File: src/common/tiny_rv_consts.svh
`ifndef TINY_RV_CONSTS_SVH
`define TINY_RV_CONSTS_SVH

// --------------------
// opcodes
// --------------------
`define INST_TYPE_I     7'b0010011
`define INST_TYPE_R_M   7'b0110011

// --------------------
// funct fields
// --------------------
`define INST_ADDI       3'b000
`define INST_ADD_SUB    3'b000
`define FUNCT7_SUB      7'b0100000

// --------------------
// widths and sizes
// --------------------
`define XLEN            32
`define REG_NUM         32
`define PC_STEP         32'd4

`endif

File: src/common/tiny_rv_pkg.sv
package tiny_rv_pkg;

    // --------------------
    // data path vectors
    // --------------------

    // instructions, operands, results and the pc.
    typedef logic [31:0] word_t;

    // register index, x0 to x31.
    typedef logic [4:0] reg_addr_t;

    // --------------------
    // instruction fields
    // --------------------

    typedef logic [6:0] opcode_t;

    typedef logic [2:0] funct3_t;

    typedef logic [6:0] funct7_t;

endpackage

File: src/design/ex.sv
`include "tiny_rv_consts.svh"

module ex (
    // from id_ex.
    input  logic                   valid_i,
    input  tiny_rv_pkg::word_t     inst_i,
    input  tiny_rv_pkg::word_t     inst_addr_i,
    input  tiny_rv_pkg::word_t     op1_i,
    input  tiny_rv_pkg::word_t     op2_i,
    input  tiny_rv_pkg::reg_addr_t rd_addr_i,
    input  logic                   reg_wen_i,

    // retire and register write.
    output logic                   wb_valid_o,
    output tiny_rv_pkg::word_t     wb_pc_o,
    output tiny_rv_pkg::word_t     rd_wdata_o,
    output tiny_rv_pkg::reg_addr_t rd_waddr_o,
    output logic                   reg_wen_o
);

    tiny_rv_pkg::opcode_t opcode;
    tiny_rv_pkg::funct3_t funct3;
    tiny_rv_pkg::funct7_t funct7;

    assign opcode = inst_i[6:0];
    assign funct3 = inst_i[14:12];
    assign funct7 = inst_i[31:25];

    always_comb begin
        rd_wdata_o = '0;
        rd_waddr_o = '0;
        reg_wen_o  = 1'b0;
        case (opcode)
            `INST_TYPE_I: begin
                if (funct3 == `INST_ADDI) begin
                    rd_wdata_o = op1_i + op2_i;
                    rd_waddr_o = rd_addr_i;
                    reg_wen_o  = valid_i & reg_wen_i;
                end
            end
            `INST_TYPE_R_M: begin
                if (funct3 == `INST_ADD_SUB) begin
                    if (funct7 == `FUNCT7_SUB) begin
                        // rs1 minus rs2.
                        rd_wdata_o = op1_i - op2_i;
                        rd_waddr_o = rd_addr_i;
                        reg_wen_o  = valid_i & reg_wen_i;
                    end else if (funct7 == tiny_rv_pkg::funct7_t'(0)) begin
                        rd_wdata_o = op1_i + op2_i;
                        rd_waddr_o = rd_addr_i;
                        reg_wen_o  = valid_i & reg_wen_i;
                    end
                end
            end
            default: begin
                // anything else retires as a no-op.
                reg_wen_o = 1'b0;
            end
        endcase
    end

    assign wb_valid_o = valid_i;
    assign wb_pc_o    = inst_addr_i;

endmodule

File: src/design/id.sv
`include "tiny_rv_consts.svh"

module id (
    input  tiny_rv_pkg::word_t     inst_i,
    input  tiny_rv_pkg::word_t     inst_addr_i,
    input  logic                   valid_i,

    // register file read port.
    output tiny_rv_pkg::reg_addr_t rs1_addr_o,
    output tiny_rv_pkg::reg_addr_t rs2_addr_o,
    input  tiny_rv_pkg::word_t     rs1_data_i,
    input  tiny_rv_pkg::word_t     rs2_data_i,

    // towards id_ex.
    output tiny_rv_pkg::word_t     op1_o,
    output tiny_rv_pkg::word_t     op2_o,
    output tiny_rv_pkg::reg_addr_t rd_addr_o,
    output logic                   reg_wen_o,
    output tiny_rv_pkg::word_t     inst_o,
    output tiny_rv_pkg::word_t     inst_addr_o
);

    tiny_rv_pkg::opcode_t   opcode;
    tiny_rv_pkg::funct3_t   funct3;
    tiny_rv_pkg::funct7_t   funct7;
    tiny_rv_pkg::reg_addr_t rd;
    tiny_rv_pkg::word_t     imm_ext;
    logic                   supported;

    // --------------------
    // field split
    // --------------------
    assign opcode = inst_i[6:0];
    assign rd     = inst_i[11:7];
    assign funct3 = inst_i[14:12];
    assign funct7 = inst_i[31:25];

    assign rs1_addr_o = inst_i[19:15];
    assign rs2_addr_o = inst_i[24:20];

    // i-type immediate, sign extended.
    assign imm_ext = {{(`XLEN - 12){inst_i[31]}}, inst_i[31:20]};

    // --------------------
    // operands
    // --------------------
    always_comb begin
        supported = 1'b0;
        op1_o     = rs1_data_i;
        op2_o     = '0;
        case (opcode)
            `INST_TYPE_I: begin
                op2_o     = imm_ext;
                supported = (funct3 == `INST_ADDI);
            end
            `INST_TYPE_R_M: begin
                op2_o     = rs2_data_i;
                supported = (funct3 == `INST_ADD_SUB) &&
                            ((funct7 == tiny_rv_pkg::funct7_t'(0)) ||
                             (funct7 == `FUNCT7_SUB));
            end
            default: begin
                op1_o = '0;
            end
        endcase
    end

    // writes to x0 are dropped here already.
    assign reg_wen_o = valid_i & supported & (rd != '0);
    assign rd_addr_o = rd;

    assign inst_o      = inst_i;
    assign inst_addr_o = inst_addr_i;

endmodule

File: src/design/id_ex.sv
module id_ex (
    input  logic                   clk,
    input  logic                   reset_i,
    input  logic                   advance_i,

    input  logic                   valid_i,
    input  tiny_rv_pkg::word_t     inst_i,
    input  tiny_rv_pkg::word_t     inst_addr_i,
    input  tiny_rv_pkg::word_t     op1_i,
    input  tiny_rv_pkg::word_t     op2_i,
    input  tiny_rv_pkg::reg_addr_t rd_addr_i,
    input  logic                   reg_wen_i,

    output logic                   valid_o,
    output tiny_rv_pkg::word_t     inst_o,
    output tiny_rv_pkg::word_t     inst_addr_o,
    output tiny_rv_pkg::word_t     op1_o,
    output tiny_rv_pkg::word_t     op2_o,
    output tiny_rv_pkg::reg_addr_t rd_addr_o,
    output logic                   reg_wen_o
);

    // --------------------
    // control bits
    // --------------------
    always_ff @(posedge clk) begin
        if (reset_i) begin
            valid_o   <= 1'b0;
            reg_wen_o <= 1'b0;
        end else if (advance_i) begin
            valid_o   <= valid_i;
            reg_wen_o <= reg_wen_i;
        end
    end

    // --------------------
    // payload
    // --------------------

    // held as is while execute is stalled.
    always_ff @(posedge clk) begin
        if (advance_i) begin
            inst_o      <= inst_i;
            inst_addr_o <= inst_addr_i;
            op1_o       <= op1_i;
            op2_o       <= op2_i;
            rd_addr_o   <= rd_addr_i;
        end
    end

endmodule

File: src/design/if_id.sv
`include "tiny_rv_consts.svh"

module if_id (
    input  logic               clk,
    input  logic               reset_i,
    input  logic               advance_i,
    input  logic               inst_valid_i,
    input  tiny_rv_pkg::word_t inst_i,
    output logic               inst_ready_o,
    output logic               valid_o,
    output tiny_rv_pkg::word_t inst_o,
    output tiny_rv_pkg::word_t inst_addr_o
);

    logic               valid_q;
    logic               accept;
    tiny_rv_pkg::word_t inst_q;
    tiny_rv_pkg::word_t inst_addr_q;
    tiny_rv_pkg::word_t pc_cnt_q;

    // free when empty or when the held instruction moves on.
    assign inst_ready_o = ~valid_q | advance_i;
    assign accept       = inst_valid_i & inst_ready_o;

    always_ff @(posedge clk) begin
        if (reset_i) begin
            valid_q  <= 1'b0;
            pc_cnt_q <= '0;
        end else if (accept) begin
            valid_q  <= 1'b1;
            pc_cnt_q <= pc_cnt_q + `PC_STEP;
        end else if (advance_i) begin
            valid_q <= 1'b0;
        end
    end

    // each accepted word is stamped with the running pc.
    always_ff @(posedge clk) begin
        if (accept) begin
            inst_q      <= inst_i;
            inst_addr_q <= pc_cnt_q;
        end
    end

    assign valid_o     = valid_q;
    assign inst_o      = inst_q;
    assign inst_addr_o = inst_addr_q;

endmodule

File: src/design/regs.sv
`include "tiny_rv_consts.svh"

module regs (
    input  logic                   clk,
    input  logic                   reset_i,

    input  logic                   wen_i,
    input  tiny_rv_pkg::reg_addr_t waddr_i,
    input  tiny_rv_pkg::word_t     wdata_i,

    input  tiny_rv_pkg::reg_addr_t raddr1_i,
    input  tiny_rv_pkg::reg_addr_t raddr2_i,
    output tiny_rv_pkg::word_t     rdata1_o,
    output tiny_rv_pkg::word_t     rdata2_o
);

    tiny_rv_pkg::word_t regs_q [`REG_NUM];

    always_ff @(posedge clk) begin
        if (reset_i) begin
            for (int i = 0; i < `REG_NUM; i++) begin
                regs_q[i] <= '0;
            end
        end else if (wen_i && (waddr_i != '0)) begin
            regs_q[waddr_i] <= wdata_i;
        end
    end

    // --------------------
    // read with bypass
    // --------------------
    always_comb begin
        if (raddr1_i == '0) rdata1_o = '0;
        else if (wen_i && (raddr1_i == waddr_i)) rdata1_o = wdata_i;
        else rdata1_o = regs_q[raddr1_i];
    end

    always_comb begin
        if (raddr2_i == '0) rdata2_o = '0;
        else if (wen_i && (raddr2_i == waddr_i)) rdata2_o = wdata_i;
        else rdata2_o = regs_q[raddr2_i];
    end

endmodule

File: src/design/tiny_rv_core.sv
module tiny_rv_core (
    input  logic                   clk,
    input  logic                   reset_i,

    // instruction input.
    input  logic                   inst_valid_i,
    input  tiny_rv_pkg::word_t     inst_i,
    output logic                   inst_ready_o,

    // retire port.
    output logic                   wb_valid_o,
    input  logic                   wb_ready_i,
    output tiny_rv_pkg::word_t     wb_pc_o,
    output logic                   wb_wen_o,
    output tiny_rv_pkg::reg_addr_t wb_rd_o,
    output tiny_rv_pkg::word_t     wb_data_o
);

    logic                   advance;
    logic                   regs_wen;

    // fetch/decode register outputs.
    logic                   if_valid;
    tiny_rv_pkg::word_t     if_inst;
    tiny_rv_pkg::word_t     if_inst_addr;

    // decode outputs.
    tiny_rv_pkg::reg_addr_t rs1_addr;
    tiny_rv_pkg::reg_addr_t rs2_addr;
    tiny_rv_pkg::word_t     rs1_data;
    tiny_rv_pkg::word_t     rs2_data;
    tiny_rv_pkg::word_t     id_op1;
    tiny_rv_pkg::word_t     id_op2;
    tiny_rv_pkg::reg_addr_t id_rd_addr;
    logic                   id_reg_wen;
    tiny_rv_pkg::word_t     id_inst;
    tiny_rv_pkg::word_t     id_inst_addr;

    // decode/execute register outputs.
    logic                   ex_valid;
    tiny_rv_pkg::word_t     ex_inst;
    tiny_rv_pkg::word_t     ex_inst_addr;
    tiny_rv_pkg::word_t     ex_op1;
    tiny_rv_pkg::word_t     ex_op2;
    tiny_rv_pkg::reg_addr_t ex_rd_addr;
    logic                   ex_reg_wen;

    // --------------------
    // stall control
    // --------------------

    // the pipe moves when execute is empty or its instruction retires.
    assign advance  = ~ex_valid | wb_ready_i;
    assign regs_wen = wb_valid_o & wb_ready_i & wb_wen_o;

    if_id if_id_i (
        .clk          (clk),
        .reset_i      (reset_i),
        .advance_i    (advance),
        .inst_valid_i (inst_valid_i),
        .inst_i       (inst_i),
        .inst_ready_o (inst_ready_o),
        .valid_o      (if_valid),
        .inst_o       (if_inst),
        .inst_addr_o  (if_inst_addr)
    );

    id id_i (
        .inst_i      (if_inst),
        .inst_addr_i (if_inst_addr),
        .valid_i     (if_valid),
        .rs1_addr_o  (rs1_addr),
        .rs2_addr_o  (rs2_addr),
        .rs1_data_i  (rs1_data),
        .rs2_data_i  (rs2_data),
        .op1_o       (id_op1),
        .op2_o       (id_op2),
        .rd_addr_o   (id_rd_addr),
        .reg_wen_o   (id_reg_wen),
        .inst_o      (id_inst),
        .inst_addr_o (id_inst_addr)
    );

    id_ex id_ex_i (
        .clk         (clk),
        .reset_i     (reset_i),
        .advance_i   (advance),
        .valid_i     (if_valid),
        .inst_i      (id_inst),
        .inst_addr_i (id_inst_addr),
        .op1_i       (id_op1),
        .op2_i       (id_op2),
        .rd_addr_i   (id_rd_addr),
        .reg_wen_i   (id_reg_wen),
        .valid_o     (ex_valid),
        .inst_o      (ex_inst),
        .inst_addr_o (ex_inst_addr),
        .op1_o       (ex_op1),
        .op2_o       (ex_op2),
        .rd_addr_o   (ex_rd_addr),
        .reg_wen_o   (ex_reg_wen)
    );

    ex ex_i (
        .valid_i     (ex_valid),
        .inst_i      (ex_inst),
        .inst_addr_i (ex_inst_addr),
        .op1_i       (ex_op1),
        .op2_i       (ex_op2),
        .rd_addr_i   (ex_rd_addr),
        .reg_wen_i   (ex_reg_wen),
        .wb_valid_o  (wb_valid_o),
        .wb_pc_o     (wb_pc_o),
        .rd_wdata_o  (wb_data_o),
        .rd_waddr_o  (wb_rd_o),
        .reg_wen_o   (wb_wen_o)
    );

    regs regs_i (
        .clk      (clk),
        .reset_i  (reset_i),
        .wen_i    (regs_wen),
        .waddr_i  (wb_rd_o),
        .wdata_i  (wb_data_o),
        .raddr1_i (rs1_addr),
        .raddr2_i (rs2_addr),
        .rdata1_o (rs1_data),
        .rdata2_o (rs2_data)
    );

endmodule

File: config.mk
export PLATFORM = sky130hd
export DESIGN_NAME = tiny_rv_core
export DESIGN_NICKNAME = d
export VERILOG_FILES = /design/src/common/tiny_rv_pkg.sv /design/src/design/ex.sv /design/src/design/id.sv /design/src/design/id_ex.sv /design/src/design/if_id.sv /design/src/design/regs.sv /design/src/design/tiny_rv_core.sv
export VERILOG_INCLUDE_DIRS = /design/src /design/src/common
export SDC_FILE = /design/constraint.sdc
export NUM_CORES = 2
export LEC_CHECK = 0
export BUFFER_PORTS_ARGS = -buffer_cell sky130_fd_sc_hd__buf_2
export CORE_ASPECT_RATIO = 0.9
export CORE_MARGIN = 2
export CORE_UTILIZATION = 59
export CTS_CLUSTER_SIZE = 30
export DETAILED_ROUTE_END_ITERATION = 16
export HOLD_SLACK_MARGIN = 0.12
export PLACE_DENSITY = 0.78
export SYNTH_ARGS = -nofsm -noshare
export SYNTH_HDL_FRONTEND = slang
export SYNTH_SLANG_ARGS = --single-unit
File: constraint.sdc
create_clock -name clk -period 8.6 [get_ports clk]
set_input_delay 0.43 -clock clk [delete_from_list [all_inputs] [get_ports clk]]
set_output_delay 0.43 -clock clk [all_outputs]
set_load 0.02 [all_outputs]
### After elaboration in Yosys (flattened, before gate mapping)

Memories as Yosys holds them, arrays and structs flattened. A register that Yosys moved wholly into a read port is not among the register bits.
Index checks and enable logic that the tools add are counted.

* add/subtract/negate cells: 3
* reduce and logical (&&, ||, !) cells: 17
* mux-type cells: 32
* equality and inequality tests: 8
* bitwise gates (word level): 11

Operators by type and width (count)
* $mux W32: 8
* $pmux W32 S2: 2
* $mux W5: 7
* $add A32 B3 Y32 const B: 1
* $add A32 B32 Y32: 1
* $reduce_or A32 Y1: 1
* $sub A32 B32 Y32: 1
* $eq A7 B6 Y1 const B: 4
* $eq A7 B5 Y1 const B: 2
* $logic_not A7 Y1: 2
* $mux W1: 12
* $eq A5 B5 Y1: 2
* $logic_not A5 Y1: 2
* $pmux W5 S2: 1
* $reduce_bool A5 Y1: 2
* $and A1 B1 Y1: 6
* $logic_not A3 Y1: 2
* $logic_and A1 B1 Y1: 4
* $pmux W1 S2: 2
* $reduce_or A2 Y1: 2
* $not A1 Y1: 3
* $or A1 B1 Y1: 2
* $reduce_bool A2 Y1: 1
* $logic_or A1 B1 Y1: 1

* logic and storage cells: 83
* memories: 1
* input bits: 36
* bits in writable memories: 1024
* register bits: 232

Memories
* regs_i.regs_q: depth 32, bits a word 32, read ports 2, clocked after memory_dff 2, write ports 32, RTL line regs.sv:17 `` tiny_rv_pkg::word_t regs_q [`REG_NUM]; ``

### Logic depth before layout (Yosys ltp)

* word-level depth: 12
* gate-level depth with buffers: 13

### Hierarchy

Synthesis repeated with hierarchy kept, for this count alone.

* cell total of the unflattened synthesis: 4912
* area total of the unflattened synthesis: 67471.0 µm²

By module, submodules not included
* regs: cells each 3740, times used 1, area an instance 54722.5 µm²
* id_ex: cells each 139, times used 1, area an instance 4061.4 µm²
* ex: cells each 604, times used 1, area an instance 4058.9 µm²
* if_id: cells each 231, times used 1, area an instance 3350.7 µm²
* id: cells each 196, times used 1, area an instance 1265.0 µm²
* tiny_rv_core: cells each 2, times used 1, area an instance 12.5 µm²

### Worst setup path after synthesis

No wires, ideal clock.

* path kind: reg-to-reg
* from: register id_ex_i.valid_o
* to: register (tool-made name)
* setup time: 0.126 ns
* arrival time: 3.390 ns
* period minus slack after synthesis: 3.516 ns
* data required time: 8.474 ns
* cell stages (with the launch flop): 5
* setup slack: 5.084 ns
* path through: dfxtp_1 nor2b_1 a21oi_1 clkbuf_1 mux2_2

RTL lines
* start, declared: RTL line id_ex.sv:14 `output logic valid_o,`
* start signal, assigned: RTL line id_ex.sv:31 `valid_o <= valid_i;`

==> metrics <==
Gate power share=14.0%; skew final=37.96 ps; CP startpoint kind=flop; Post-synth EDFFs=1202; reg2reg end=regs_i.regs_q[16][24]$_SDFFCE_PN0P_; Starting Density=59.24%; register area share after synthesis=57.27%; antenna-violating nets left=0; switching pwr=0.003743 W; # setup viols final=0; CP Class=reg2reg; cell-internal power=0.01072 W; r2r setup slk=2900 ps; Pwr Total=0.01446 W; Yosys warnings=0; largest net degree at the start of global routing=135; 1st-iter DRT viols=7158; Clock transition at path regs=70 ps; die span in y=317.7 um; CP endpoint kind=flop; prevailing post-synth register cell=edfxtp_1; RR Startpoint=id_ex_i.inst_o[28]$_DFFE_PP_; Pre-antenna DRT Iters=7; setup TNS=0 ps; hold_ws=361.3 ps; Avg Inst Size Synth=14.39 um^2; port bufs=105; vias in the first global route=43370; CTS tree=built; Overflow after GRT=0; RSZ-0062 raised after global routing=no; placed insts=5777; initial antenna violation count=2; fin nets=4572; Critical Path Start=id_ex_i.inst_o[28]$_DFFE_PP_; DR WL/cell=32.31 um; dpl hpwl=115400 um; VDD IR-drop max=0.0001780 V; final hold vios=0; CTS buffer count=120; Hold Path Cell Cnt=2; H-tree lvl count=3; io pins=108; Die X=352.6 um; Mapped Cells=4485; Rel. slew slack=5.546%; vias post-DR=43480; Worst-Margin Slew=1414 ps; max cap viols=0; Post-synth ARST share=0%; Hold/Removal Path Class=in2reg; switching share of power=25.88%; via/cell ratio=7.200; crit path DAT=6070 ps; Filler Cell Count=7381; fmax=175.5 MHz; # rows=115; Final min period=5697 ps; Setup Buffers After CTS=0; core area=108900 um^2; Root Buffer=clkbuf_16; clock tree buffer depth=3; Area Overhead vs Synth=9.932%; die area=112000 um^2; gr usage total=34.95%; crit path to=regs_i.regs_q[16][24]$_SDFFCE_PN0P_; Leak=24.09 nW; CTS Sinks=1245; FF-to-FF path depth=7; run status=finished clean; wire length of the first global-routing pass=284400 um; clock latency on the worst-skew pair=770 ps; post-route insts no fill=6039; Post-Route WL=195100 um; layout cell share with drive strength beyond 1=26.43%; max-slew violation count=0; Crit Path Max Fanout=33; worst path required time=8970 ps; Flop pwr share=48.9%; Yosys reg bits=1245; DRC=0; post-synth cell types=90; clock share of power=37.0%; power per cell area=203.9 nW/um^2; cell area after synthesis=64530 um^2; final period utilization=66.24%; GPL Wtd Cong=0.9595
## final cells by class
cell class,instances,area [um^2],area share (%)
Antenna cell,3,7.507,0.01058
Clock buffer,149,3206,4.519
Clock inverter,76,725.7,1.023
Inverter,109,411.6,0.5803
Multi-Input combinational cell,2740,25940,36.57
Sequential cell,1245,36990,52.14
Tap cell,1462,1829,2.579
Timing Repair Buffer,255,1827,2.575
## critical path, cell delays in order, from the launching register on
cell      delay (ps)
edfxtp_1         370
or4_4            570
or3_1            390
a21oi_1          300
o21ai_0          340
nor3b_2          930
nand3_2         1120
nand2b_2        1280
## sequential cells by signal, indices dropped and copies added (netlist names), named ones only
signal,count
regs_i.regs_q,1024
id_ex_i.op1_o,32
id_ex_i.op2_o,32
if_id_i.inst_o,32
id_ex_i.inst_addr_o,30
if_id_i.inst_addr_o,30
if_id_i.pc_cnt_q,30
id_ex_i.inst_o,18
id_ex_i.rd_addr_o,4
id_ex_i.reg_wen_o,1
id_ex_i.valid_o,1
if_id_i.valid_o,1
## kinds of logic after synthesis
| logic type | after synthesis | share of synthesized area (%) |
|---|---|---|
| and+or+nand+nor | 1421 | 9.278 |
| DFF | 1245 | 57.27 |
| muxes | 700 | 23.36 |
| buffers and inverters | 533 | 3.308 |
| AOI/OAI and AO/OA | 483 | 4.993 |
| adders and majority gates | 65 | 1.284 |
| xor gates and xnor gates | 37 | 0.5022 |
| other | 1 | 0.005812 |
## power groups by stage
stage                     clock network (W)  logic (W)  registers [W]
final                               0.00535    0.00203        0.00708
after global routing                0.00559    0.00210        0.00710
after CTS                           0.00537    0.00197        0.00707
after detailed placement                  0    0.00195        0.00719
after global placement                    0    0.00193        0.00717
after floorplan                           0    0.00137        0.00710
## synthesized netlist by cell type, drive strengths merged (18+ instances only)
library cell	instances	share of area, %
a211oi	45	0.53
a21oi	142	1.1
and3	23	0.22
buf	128	0.95
clkbuf	296	1.7
dfxtp	43	1.3
edfxtp	1202	56
ha	63	1.2
inv	108	0.63
mux2	45	0.79
mux4	640	22
nand2	115	0.67
nand2b	44	0.43
nand3	33	0.26
nand4	18	0.17
nor2	1057	6.1
nor2b	29	0.28
nor3	27	0.21
o21ai	102	0.79
o31ai	19	0.24
xnor2	20	0.27
## how the worst min path moves through the flow
stage | start | slack (ps) | end
after global routing | reset_i | 350 | if_id_i.pc_cnt_q[23]$_SDFFE_PP0P_
after floorplan | if_id_i.inst_addr_o[10]$_DFFE_PP_ | 400 | id_ex_i.inst_addr_o[10]$_DFFE_PP_
after detailed placement | if_id_i.inst_addr_o[18]$_DFFE_PP_ | 400 | id_ex_i.inst_addr_o[18]$_DFFE_PP_
final | reset_i | 360 | if_id_i.pc_cnt_q[4]$_SDFFE_PP0P_
after global placement | if_id_i.inst_addr_o[14]$_DFFE_PP_ | 400 | id_ex_i.inst_addr_o[14]$_DFFE_PP_
after CTS | reset_i | 290 | id_ex_i.reg_wen_o$_SDFFE_PP0P_
## placed cells by master (no fill, tap or decap), types with 29 or more instances in the layout
cell	count
o21ai_0	85
buf_2	104
nand3_1	29
a21oi_1	140
nor2_1	1056
edfxtp_1	1202
dfxtp_1	33
dlygate4sd3_1	34
nor2b_1	29
a211oi_1	44
nand2_1	96
mux4_2	640
inv_1	106
buf_4	110
conb_1	34
mux2_2	45
ha_1	63
nand2b_2	31
clkbuf_16	123
## per-layer routing
layer	track usage, %	up-vias	part of all wire (%)
li1	-	17260	-
met1	45.10	21710	33
met2	53.88	3811	46
met3	11.77	699	16
met4	16.65	0	5.4
met5	0	-	0
## through the flow
step	instance area [um^2]	worst slack, ps	utilization (%)
detailed placement	66660	3207	61.19
global placement	66660	3324	61.19
global route	70930	2885	65.12
floorplan	64650	5084	-
CTS	70930	3158	65.12
finish	70930	2903	65.12
## repair_timing
item,CTS,global route
gates resized for setup,0,0
hold endpoints to repair,45,0
hold buffers,34,0
setup endpoints to repair,0,0
Power figures use the tool's default switching activity.
